--- src/rx_frontend_pkg.sv ---
/* Receive front end shared types */
package rx_frontend_pkg;

  // Raw ADC and output sample width
  localparam int ADC_WIDTH = 16;

  // Internal datapath width, Q1.23
  localparam int DSP_WIDTH = 24;

  // Correction coefficient width, Q1.17
  localparam int COEF_WIDTH = 18;

  // Settings bus
  localparam int SET_ADDR_WIDTH = 8;
  localparam int SET_DATA_WIDTH = 32;

  // 16-bit signed sample at the ADC and at the output
  typedef logic signed [ADC_WIDTH-1:0] adc_sample_t;

  // 24-bit signed sample inside the DSP chain
  typedef logic signed [DSP_WIDTH-1:0] dsp_sample_t;

  // Magnitude and phase coefficient
  typedef logic signed [COEF_WIDTH-1:0] coef_t;

  typedef logic [SET_ADDR_WIDTH-1:0] set_addr_t;
  typedef logic [SET_DATA_WIDTH-1:0] set_data_t;

  // DC offset integrator mode
  typedef enum logic {
    DCO_TRACK = 1'b0,
    DCO_FIXED = 1'b1
  } dco_state_t;

endpackage

--- src/setting_reg.sv ---
/* Settings bus register */
`timescale 1ns/1ps

module setting_reg #(
  parameter rx_frontend_pkg::set_addr_t MY_ADDR = '0,
  parameter int WIDTH = 32
) (
  input  logic                       clk,
  input  logic                       reset,
  input  logic                       set_stb_i,
  input  rx_frontend_pkg::set_addr_t set_addr_i,
  input  rx_frontend_pkg::set_data_t set_data_i,
  output logic [WIDTH-1:0]           value_o,
  output logic                       changed_o
);

  logic hit;

  assign hit = set_stb_i && (set_addr_i == MY_ADDR);

  // Value holds until the next write to this address
  always_ff @(posedge clk) begin
    if (reset) begin
      value_o   <= '0;
      changed_o <= 1'b0;
    end else begin
      changed_o <= hit;
      if (hit) begin
        value_o <= set_data_i[WIDTH-1:0];
      end
    end
  end

endmodule

--- src/rx_iq_map.sv ---
/* I/Q swap, inversion and real mode */
`timescale 1ns/1ps

module rx_iq_map (
  input  logic                         clk,
  input  logic                         reset,
  input  logic                         stb_i,
  input  rx_frontend_pkg::adc_sample_t i_i,
  input  rx_frontend_pkg::adc_sample_t q_i,
  input  logic                         swap_i,
  input  logic                         realmode_i,
  input  logic                         invert_i_i,
  input  logic                         invert_q_i,
  output logic                         stb_o,
  output rx_frontend_pkg::dsp_sample_t i_o,
  output rx_frontend_pkg::dsp_sample_t q_o
);

  import rx_frontend_pkg::*;

  adc_sample_t i_inv;
  adc_sample_t q_inv;
  adc_sample_t i_sel;
  adc_sample_t q_sel;

  // Each channel keeps its own inversion, even when swapped
  assign i_inv = invert_i_i ? ~i_i : i_i;
  assign q_inv = invert_q_i ? ~q_i : q_i;

  assign i_sel = swap_i ? q_inv : i_inv;
  // Real mode forces Q to zero
  assign q_sel = realmode_i ? '0 : (swap_i ? i_inv : q_inv);

  always_ff @(posedge clk) begin
    if (reset) begin
      stb_o <= 1'b0;
    end else begin
      stb_o <= stb_i;
    end
  end

  // Widen to Q1.23 with the low bits cleared
  always_ff @(posedge clk) begin
    i_o <= {i_sel, {(DSP_WIDTH - ADC_WIDTH){1'b0}}};
    q_o <= {q_sel, {(DSP_WIDTH - ADC_WIDTH){1'b0}}};
  end

endmodule

--- src/rx_dcoffset.sv ---
/* DC offset removal, one lane */
`timescale 1ns/1ps

module rx_dcoffset #(
  parameter int WIDTH = 24,
  parameter int ALPHA_SHIFT = 12
) (
  input  logic                         clk,
  input  logic                         reset,
  input  logic                         set_changed_i,
  input  rx_frontend_pkg::set_data_t   set_value_i,
  input  logic                         stb_i,
  input  rx_frontend_pkg::dsp_sample_t sample_i,
  output logic                         stb_o,
  output rx_frontend_pkg::dsp_sample_t sample_o
);

  import rx_frontend_pkg::*;

  localparam int INT_W = WIDTH + ALPHA_SHIFT;

  logic signed [INT_W-1:0] integ;
  logic signed [WIDTH-1:0] integ_top;
  logic signed [WIDTH:0]   diff;
  dsp_sample_t             sat_out;
  dsp_sample_t             set_offset;
  dco_state_t              mode;

  // Offset field of the settings word
  assign set_offset = set_value_i[29 -: DSP_WIDTH];

  // Current DC estimate
  assign integ_top = integ[INT_W-1 -: WIDTH];

  assign diff = sample_i - integ_top;

  // Clip the corrected sample to the signed range
  always_comb begin
    if (diff[WIDTH:WIDTH-1] == 2'b01) begin
      sat_out = {1'b0, {(WIDTH-1){1'b1}}};
    end else if (diff[WIDTH:WIDTH-1] == 2'b10) begin
      sat_out = {1'b1, {(WIDTH-1){1'b0}}};
    end else begin
      sat_out = diff[WIDTH-1:0];
    end
  end

  // A settings write wins over the tracking update
  always_ff @(posedge clk) begin
    if (reset) begin
      integ <= '0;
      mode  <= DCO_TRACK;
      stb_o <= 1'b0;
    end else begin
      stb_o <= stb_i;
      if (set_changed_i) begin
        integ <= INT_W'(set_offset) <<< ALPHA_SHIFT;
        mode  <= set_value_i[31] ? DCO_FIXED : DCO_TRACK;
      end else if (stb_i && (mode == DCO_TRACK)) begin
        // Leaky average of the residual, time constant 2^ALPHA_SHIFT
        integ <= integ + INT_W'(sat_out);
      end
    end
  end

  always_ff @(posedge clk) begin
    sample_o <= sat_out;
  end

endmodule

--- src/rx_iq_comp.sv ---
/* I/Q imbalance multiply-add-clip, one lane */
`timescale 1ns/1ps

module rx_iq_comp (
  input  logic                         clk,
  input  logic                         reset,
  input  logic                         stb_i,
  input  rx_frontend_pkg::dsp_sample_t a_i,
  input  rx_frontend_pkg::coef_t       coef_i,
  input  rx_frontend_pkg::dsp_sample_t c_i,
  output logic                         stb_o,
  output rx_frontend_pkg::dsp_sample_t sample_o
);

  import rx_frontend_pkg::*;

  localparam int PROD_W = 2 * COEF_WIDTH;
  localparam int SUM_W  = PROD_W + 1;
  // Q2.34 product down to the Q1.23 grid of c
  localparam int PROD_SHIFT = 2 * (COEF_WIDTH - 1) - (DSP_WIDTH - 1);

  logic signed [COEF_WIDTH-1:0] a_top;
  logic signed [PROD_W-1:0]     prod_q;
  dsp_sample_t                  c_q;
  logic                         stb_q;
  logic signed [SUM_W-1:0]      sum;
  dsp_sample_t                  clip;

  assign a_top = a_i[DSP_WIDTH-1 -: COEF_WIDTH];

  // Stage one
  always_ff @(posedge clk) begin
    prod_q <= a_top * coef_i;
    c_q    <= c_i;
  end

  // Arithmetic shift floors toward minus infinity
  assign sum = c_q + (prod_q >>> PROD_SHIFT);

  always_comb begin
    if (sum[SUM_W-1:DSP_WIDTH-1] == {(SUM_W - DSP_WIDTH + 1){sum[SUM_W-1]}}) begin
      clip = sum[DSP_WIDTH-1:0];
    end else if (sum[SUM_W-1]) begin
      clip = {1'b1, {(DSP_WIDTH-1){1'b0}}};
    end else begin
      clip = {1'b0, {(DSP_WIDTH-1){1'b1}}};
    end
  end

  // Stage two
  always_ff @(posedge clk) begin
    sample_o <= clip;
  end

  always_ff @(posedge clk) begin
    if (reset) begin
      stb_q <= 1'b0;
      stb_o <= 1'b0;
    end else begin
      stb_q <= stb_i;
      stb_o <= stb_q;
    end
  end

endmodule

--- src/rx_round.sv ---
/* Round 24 to 16 bits with saturation */
`timescale 1ns/1ps

module rx_round (
  input  logic                         clk,
  input  logic                         reset,
  input  logic                         stb_i,
  input  rx_frontend_pkg::dsp_sample_t sample_i,
  output logic                         stb_o,
  output rx_frontend_pkg::adc_sample_t sample_o
);

  import rx_frontend_pkg::*;

  localparam int DROP = DSP_WIDTH - ADC_WIDTH;

  logic signed [DSP_WIDTH:0]  biased;
  logic signed [ADC_WIDTH:0]  shifted;
  adc_sample_t                rounded;

  // Half an output LSB, then truncate: round half up
  assign biased  = sample_i + (1 <<< (DROP - 1));
  assign shifted = biased[DSP_WIDTH:DROP];

  always_comb begin
    if (shifted[ADC_WIDTH:ADC_WIDTH-1] == 2'b01) begin
      rounded = {1'b0, {(ADC_WIDTH-1){1'b1}}};
    end else if (shifted[ADC_WIDTH:ADC_WIDTH-1] == 2'b10) begin
      rounded = {1'b1, {(ADC_WIDTH-1){1'b0}}};
    end else begin
      rounded = shifted[ADC_WIDTH-1:0];
    end
  end

  always_ff @(posedge clk) begin
    if (reset) begin
      stb_o <= 1'b0;
    end else begin
      stb_o <= stb_i;
    end
  end

  always_ff @(posedge clk) begin
    sample_o <= rounded;
  end

endmodule

--- src/rx_frontend.sv ---
/* Receive front end top */
`timescale 1ns/1ps

module rx_frontend #(
  parameter int SR_MAG_CORRECTION   = 0,
  parameter int SR_PHASE_CORRECTION = 1,
  parameter int SR_OFFSET_I         = 2,
  parameter int SR_OFFSET_Q         = 3,
  parameter int SR_IQ_MAPPING       = 4,
  parameter int ALPHA_SHIFT         = 12
) (
  input  logic                         clk,
  input  logic                         reset,
  input  logic                         set_stb_i,
  input  rx_frontend_pkg::set_addr_t   set_addr_i,
  input  rx_frontend_pkg::set_data_t   set_data_i,
  input  logic                         adc_stb_i,
  input  rx_frontend_pkg::adc_sample_t adc_i_i,
  input  rx_frontend_pkg::adc_sample_t adc_q_i,
  output logic                         rx_stb_o,
  output rx_frontend_pkg::adc_sample_t rx_i_o,
  output rx_frontend_pkg::adc_sample_t rx_q_o
);

  import rx_frontend_pkg::*;

  coef_t       mag_corr;
  coef_t       phase_corr;
  logic [3:0]  iq_map;
  set_data_t   offset_i;
  set_data_t   offset_q;
  logic        offset_i_changed;
  logic        offset_q_changed;

  logic        map_stb;
  dsp_sample_t map_i;
  dsp_sample_t map_q;
  logic        ofs_stb;
  dsp_sample_t ofs_i;
  dsp_sample_t ofs_q;
  logic        comp_stb;
  dsp_sample_t comp_i;
  dsp_sample_t comp_q;

  // Settings registers
  setting_reg #(.MY_ADDR(SR_MAG_CORRECTION), .WIDTH(COEF_WIDTH)) sr_mag (
    .clk(clk), .reset(reset), .set_stb_i(set_stb_i), .set_addr_i(set_addr_i),
    .set_data_i(set_data_i), .value_o(mag_corr), .changed_o());

  setting_reg #(.MY_ADDR(SR_PHASE_CORRECTION), .WIDTH(COEF_WIDTH)) sr_phase (
    .clk(clk), .reset(reset), .set_stb_i(set_stb_i), .set_addr_i(set_addr_i),
    .set_data_i(set_data_i), .value_o(phase_corr), .changed_o());

  // Bits: 0 swap, 1 real mode, 2 invert Q, 3 invert I
  setting_reg #(.MY_ADDR(SR_IQ_MAPPING), .WIDTH(4)) sr_map (
    .clk(clk), .reset(reset), .set_stb_i(set_stb_i), .set_addr_i(set_addr_i),
    .set_data_i(set_data_i), .value_o(iq_map), .changed_o());

  setting_reg #(.MY_ADDR(SR_OFFSET_I), .WIDTH(SET_DATA_WIDTH)) sr_ofs_i (
    .clk(clk), .reset(reset), .set_stb_i(set_stb_i), .set_addr_i(set_addr_i),
    .set_data_i(set_data_i), .value_o(offset_i), .changed_o(offset_i_changed));

  setting_reg #(.MY_ADDR(SR_OFFSET_Q), .WIDTH(SET_DATA_WIDTH)) sr_ofs_q (
    .clk(clk), .reset(reset), .set_stb_i(set_stb_i), .set_addr_i(set_addr_i),
    .set_data_i(set_data_i), .value_o(offset_q), .changed_o(offset_q_changed));

  rx_iq_map u_map (
    .clk(clk), .reset(reset), .stb_i(adc_stb_i), .i_i(adc_i_i), .q_i(adc_q_i),
    .swap_i(iq_map[0]), .realmode_i(iq_map[1]), .invert_i_i(iq_map[3]),
    .invert_q_i(iq_map[2]), .stb_o(map_stb), .i_o(map_i), .q_o(map_q));

  // DC offset, Q lane strobe unused
  rx_dcoffset #(.WIDTH(DSP_WIDTH), .ALPHA_SHIFT(ALPHA_SHIFT)) u_dco_i (
    .clk(clk), .reset(reset), .set_changed_i(offset_i_changed), .set_value_i(offset_i),
    .stb_i(map_stb), .sample_i(map_i), .stb_o(ofs_stb), .sample_o(ofs_i));

  rx_dcoffset #(.WIDTH(DSP_WIDTH), .ALPHA_SHIFT(ALPHA_SHIFT)) u_dco_q (
    .clk(clk), .reset(reset), .set_changed_i(offset_q_changed), .set_value_i(offset_q),
    .stb_i(map_stb), .sample_i(map_q), .stb_o(), .sample_o(ofs_q));

  // Both lanes scale I: I gets mag_corr, Q gets phase_corr
  rx_iq_comp u_comp_i (
    .clk(clk), .reset(reset), .stb_i(ofs_stb), .a_i(ofs_i), .coef_i(mag_corr),
    .c_i(ofs_i), .stb_o(comp_stb), .sample_o(comp_i));

  rx_iq_comp u_comp_q (
    .clk(clk), .reset(reset), .stb_i(ofs_stb), .a_i(ofs_i), .coef_i(phase_corr),
    .c_i(ofs_q), .stb_o(), .sample_o(comp_q));

  rx_round u_round_i (
    .clk(clk), .reset(reset), .stb_i(comp_stb), .sample_i(comp_i),
    .stb_o(rx_stb_o), .sample_o(rx_i_o));

  rx_round u_round_q (
    .clk(clk), .reset(reset), .stb_i(comp_stb), .sample_i(comp_q),
    .stb_o(), .sample_o(rx_q_o));

endmodule

--- config.mk ---
export PLATFORM = sky130hd
export DESIGN_NAME = rx_frontend
export DESIGN_NICKNAME = d
export VERILOG_FILES = /design/src/rx_frontend_pkg.sv /design/src/setting_reg.sv /design/src/rx_iq_map.sv /design/src/rx_dcoffset.sv /design/src/rx_iq_comp.sv /design/src/rx_round.sv /design/src/rx_frontend.sv
export SDC_FILE = /design/constraint.sdc
export NUM_CORES = 2
export LEC_CHECK = 0
export ABC_AREA = 1
export BUFFER_PORTS_ARGS = -buffer_cell sky130_fd_sc_hd__clkbuf_2
export CAP_MARGIN = 20
export CORE_ASPECT_RATIO = 1.4
export CORE_MARGIN = 1
export CORE_UTILIZATION = 37
export DETAILED_ROUTE_END_ITERATION = 16
export SLEW_MARGIN = 20
export SYNTH_ARGS = -nofsm -noshare
export SYNTH_HDL_FRONTEND = slang
export SYNTH_HIERARCHICAL = 1
export SYNTH_SLANG_ARGS = --single-unit
--- constraint.sdc ---
create_clock -name clk -period 10.2 [get_ports clk]
set_input_delay 1.02 -clock clk [delete_from_list [all_inputs] [get_ports clk]]
set_output_delay 1.02 -clock clk [all_outputs]
set_load 0.02 [all_outputs]
* After elaboration in Yosys (flattened, before gate mapping)
Cells that the tools add are included.
** Cells by class
- Add/sub/neg operators :: 8
- Multiply operators :: 2
- Equal/unequal tests :: 14
- Muxes and demuxes :: 20
- Bitwise gates (word level) :: 4
- Reductions and logical operators :: 12
** Operator list (count)
- $mux W24 :: 8
- $mux W36 :: 4
- $mux W16 :: 6
- $add A36 B24 Y36 :: 2
- $mul A18 B18 Y36 :: 2
- $add A24 B25 Y26 :: 2
- $add A24 B9 Y25 const B :: 2
- $sub A24 B24 Y25 :: 2
- $not A16 Y16 :: 2
- $eq A13 B13 Y1 :: 2
- $eq A8 B2 Y1 const B :: 2
- $eq A2 B1 Y1 const B :: 4
- $eq A2 B2 Y1 const B :: 4
- $eq A8 B1 Y1 const B :: 1
- $eq A8 B3 Y1 const B :: 1
- $logic_not A8 Y1 :: 1
- $logic_and A1 B1 Y1 :: 7
- $reduce_bool A2 Y1 :: 2
- $reduce_or A2 Y1 :: 2
- $mux W1 :: 2
- $not A1 Y1 :: 2
** Storage, ports and cells
- Flip-flop bits (word level) :: 465
- Input port bits :: 76
- Output and inout bits :: 33
- Word-level logic and storage cells :: 90

* Longest topological paths before layout
- Depth after elaboration :: 7
- Gate-level depth with buffers :: 34
- Gate-level depth less buffers :: 32

* Cells and area by module
The synthesis kept the hierarchy.
** By module, submodules not included
- rx_iq_comp at u_comp_q :: instances 1, cells each 2111, area each 16155.5 µm², seq. area each 1501.4 µm²
- rx_iq_comp at u_comp_i :: instances 1, cells each 2108, area each 16095.4 µm², seq. area each 1501.4 µm²
- rx_dcoffset :: instances 2, cells each 1010, area each 6211.0 µm², seq. area each 1241.2 µm²
- rx_round :: instances 2, cells each 123, area each 943.4 µm², seq. area each 340.3 µm²
- rx_iq_map :: instances 1, cells each 310, area each 1880.6 µm², seq. area each 660.6 µm²
- setting_reg at sr_ofs_i :: instances 1, cells each 222, area each 1493.9 µm², seq. area each 660.6 µm²
- setting_reg at sr_ofs_q :: instances 1, cells each 220, area each 1476.4 µm², seq. area each 660.6 µm²
- setting_reg at sr_phase :: instances 1, cells each 132, area each 919.6 µm², seq. area each 380.4 µm²
- setting_reg at sr_mag :: instances 1, cells each 128, area each 874.6 µm², seq. area each 380.4 µm²
- setting_reg at sr_map :: instances 1, cells each 38, area each 260.2 µm², seq. area each 100.1 µm²

* Least setup slack after synthesis
OpenSTA, ideal clock, no wires.
- Kind :: register to register
- Start :: reg u_dco_i.sample_o[23]
- End :: reg u_comp_q.prod_q[34]
- Setup time :: 0.118 ns
- Data arrival time :: 5.613 ns
- Data required time :: 10.082 ns
- Setup slack :: 4.469 ns
- Cell stages (with the launch flop) :: 21
- Path buffers :: 2
- Clock period less this slack :: 5.731 ns
- Cells stage by stage :: dfxtp_1 > clkbuf_1 > clkbuf_1 > nand2_1 > fa_1 > inv_1 > fa_1 > inv_1 > fa_1 > fa_1 > fa_1 > fa_1 > inv_1 > ha_1 > a21oi_1 > o21ai_0 > a21oi_1 > nand2_1 > a21oi_1 > nand2_1 > xor2_1
** Between the ends
- Cells in the longest elaborated chain, start to end :: 1
** RTL lines
- start, declared :: RTL line rx_dcoffset.sv:15 : output rx_frontend_pkg::dsp_sample_t sample_o
- start signal, assigned :: RTL line rx_dcoffset.sv:67 : sample_o <= sat_out;
- $mul A18 B18 Y36 :: RTL line rx_iq_comp.sv:33 : prod_q <= a_top * coef_i;
- end signal, assigned :: RTL line rx_iq_comp.sv:33
- end, declared :: RTL line rx_iq_comp.sv:23 : logic signed [PROD_W-1:0] prod_q;
No other way between the ends.
A chain may end at the register's enable or synchronous reset.

* Final worst setup path
- Start :: reg sr_mag.value_o[0]
- End :: reg u_comp_i.prod_q[35]
** Between the ends
- Cells in the longest elaborated chain, start to end :: 1
** RTL lines
- start, declared :: RTL line setting_reg.sv:13 : output logic [WIDTH-1:0] value_o,
- start signal, assigned :: RTL line setting_reg.sv:29 : value_o <= set_data_i[WIDTH-1:0];
- $mul A18 B18 Y36 :: RTL line rx_iq_comp.sv:33
- end signal, assigned :: RTL line rx_iq_comp.sv:33
- end, declared :: RTL line rx_iq_comp.sv:23
No other way between the ends.

==> results_dict.tcl <==
set metrics [dict create \
    use_met1_pct 24.43 \
    grt_pass1_vias 46000 \
    syn-cell-area_um2 52230 \
    min_path_type "flop to flop" \
    cts_root_buf "clkbuf_16" \
    nets 8420 \
    cts_made_buffers 47 \
    start_kind "flop" \
    leakage_uw 0.03085 \
    worst_ep_required_time_ns 10.74 \
    grt-ovfl-total 0 \
    clock-sinks 415 \
    grt_max_degree 65 \
    status "finished clean" \
    wire_per_inst_um 16.23 \
    synthCells 7380 \
    crit_fanout 18 \
    grt_pass1_wl_um 240100 \
    grt_use_met2_pct 39.54 \
    ir_worst_vdd_mv 0.1301 \
    core_um2 139700 \
    drc 0 \
    maxSlewHeadroom_pct 26.62 \
    wirelength_um 149000 \
    fin_tns_setup_ns 0 \
    clkTransAtPathRegs_ns 0.06 \
    setup_viol 0 \
    postCtsSetupBuffers 0 \
    fin_crit_sh_pct 62.85 \
    die_h_um 446.6 \
    io_pins 109 \
    htreeDepth 2 \
    final_cells 9179 \
    grt_setup_unrepaired "no" \
    worst_slack_ns 3.790 \
    row_count 162 \
    vias_per_cell 4.826 \
    hold_viol 0 \
    cts_tree "built" \
    dpl_cell_area_um2 53960 \
    fmax_ghz 0.1560 \
    io_buffers 107 \
    place_congestion 0.9259 \
    holdBufCountCts 0 \
    drive_above_1_share_pct 6.835 \
    start_util_pct 37.40 \
    vias 44300 \
    avgSynthCellArea_um2 7.078 \
    top_usage_layer "met2" \
    grtUsageMet3_pct 1.484 \
    slew_violations 0 \
    clk_path_buf_depth 3 \
    critical_path_class "flop to flop" \
    arrival_ns 6.95 \
    clock_latency_ns 0.65 \
    grt_usage_pct 21.15 \
    endpoint_kind "flop" \
    ant_nets 0 \
    dpl.hpwl_um 120100 \
    fin_area_um2 55680 \
    finalClockSkew_ns 0.03574 \
    tightest_slew_ns 1.100 \
    power.density_nw_per_um2 144.2 \
    post-place-ws_ns 3.798 \
    die-area_um2 142700 \
    drtIter0Drc 2490 \
    fin_crit_ns 6.410 \
    syn2layout_area_growth_pct 6.604 \
    ys_warn_count 6 \
    dpl.cell_count 9091 \
    max_cap_violations 0 \
    firstDrtPassIters 6 \
    antenna_found_initial 9 \
    die_w_um 319.6 \
    cts_resized 0 \
]
-- state kept, by name (all words and copies together), names as in the netlist, 4 cells and up --
signal              count
u_comp_q/prod_q        25
u_comp_i/c_q           24
u_round_q/sample_o     16
sr_ofs_i/value_o       25
u_dco_q/sample_o       24
u_dco_i/sample_o       24
sr_ofs_q/value_o       25
u_round_i/sample_o     16
u_comp_i/sample_o      17
sr_phase/value_o       18
u_comp_q/c_q           24
u_dco_i/integ          36
sr_mag/value_o         18
u_dco_q/integ          36
u_map/i_o              16
sr_map/value_o          4
u_comp_q/sample_o      17
u_map/q_o              16
u_comp_i/prod_q        25
-- stage by stage --
stage	hold slack, ns	total power [uW]	util (%)
finish	0.3262	8027	39.87
CTS	0.3270	8061	39.87
global placement	0.3125	6119	38.63
detailed placement	0.3121	6151	38.64
global route	0.3308	8561	39.87
floorplan	0.3096	4943	-
-- path summary, 6_finish.rpt --
kind | start | end | depth (start not counted) | slack, ns
hold / removal | u_dco_q/sample_o[6] | u_comp_q/c_q[6] | 0 | 0.33
setup / recovery | sr_mag/value_o[0] | u_comp_i/prod_q[35] | 23 | 3.79
hold reg to reg | u_dco_q/sample_o[6] | u_comp_q/c_q[6] | 0 | 0.33
setup reg to reg | sr_mag/value_o[0] | u_comp_i/prod_q[35] | 23 | 3.79
-- routing by layer --
layer / vias to the layer above / part of all wire [%]
met5: - / 0.015
met2: 1018 / 51
li1: 21760 / -
met4: 4 / 4.6
met3: 302 / 3.5
met1: 21220 / 41
-- layout make-up --
class | count | area, um2
fill | 14630 | 83970
multi-input combinational | 4981 | 36020
sequential | 415 | 8308
inverter | 1754 | 6606
tap | 1804 | 2257
clock buffer | 54 | 1264
timing repair buffer | 137 | 760.7
clock inverter | 33 | 460.4
antenna | 1 | 2.502
-- report_power, final --
| group | total [uW] | internal, uW | switching [uW] | leakage (uW) |
|---|---|---|---|---|
| registers | 2250 | 2010 | 241 | 0.00343 |
| clock network | 1880 | 1070 | 804 | 0.000834 |
| logic | 3890 | 1100 | 2790 | 0.0266 |
-- worst max-delay path: stages, from the launching register on --
cell and delay, ns:
dfxtp_1 0.90, nand2_1 0.21, inv_1 0.19, fa_1 0.44, inv_1 0.22, fa_1 0.45
inv_1 0.09, ha_1 0.39, inv_1 0.28, fa_1 0.55, inv_1 0.06, fa_1 0.52
inv_1 0.05, fa_1 0.47, inv_1 0.04, ha_1 0.34, a21oi_1 0.24, o21ai_0 0.17
a21oi_1 0.27, nor2_1 0.09, nor2_1 0.14, nand2_1 0.06, o21ai_0 0.07, nand2_1 0.08
-- cells in the final DEF (no fill, tap or decap), types with 16 or more instances in the layout --
master / count
ha_1: 346
or2_2: 21
nor2_2: 42
inv_2: 23
nand3b_1: 18
nor2_1: 607
o21bai_1: 30
nand3_1: 290
o21ai_0: 167
nand3_2: 27
clkbuf_2: 107
a21oi_1: 262
clkbuf_16: 48
inv_1: 1719
nand2_1: 1950
nand4_1: 53
xor2_1: 100
nand2_2: 94
conb_1: 16
nor2_4: 17
xnor2_1: 42
a21boi_0: 16
fa_1: 662
a31oi_1: 29
buf_4: 30
dfxtp_1: 415
nor3_1: 54
Power figures use the tool's default switching activity.
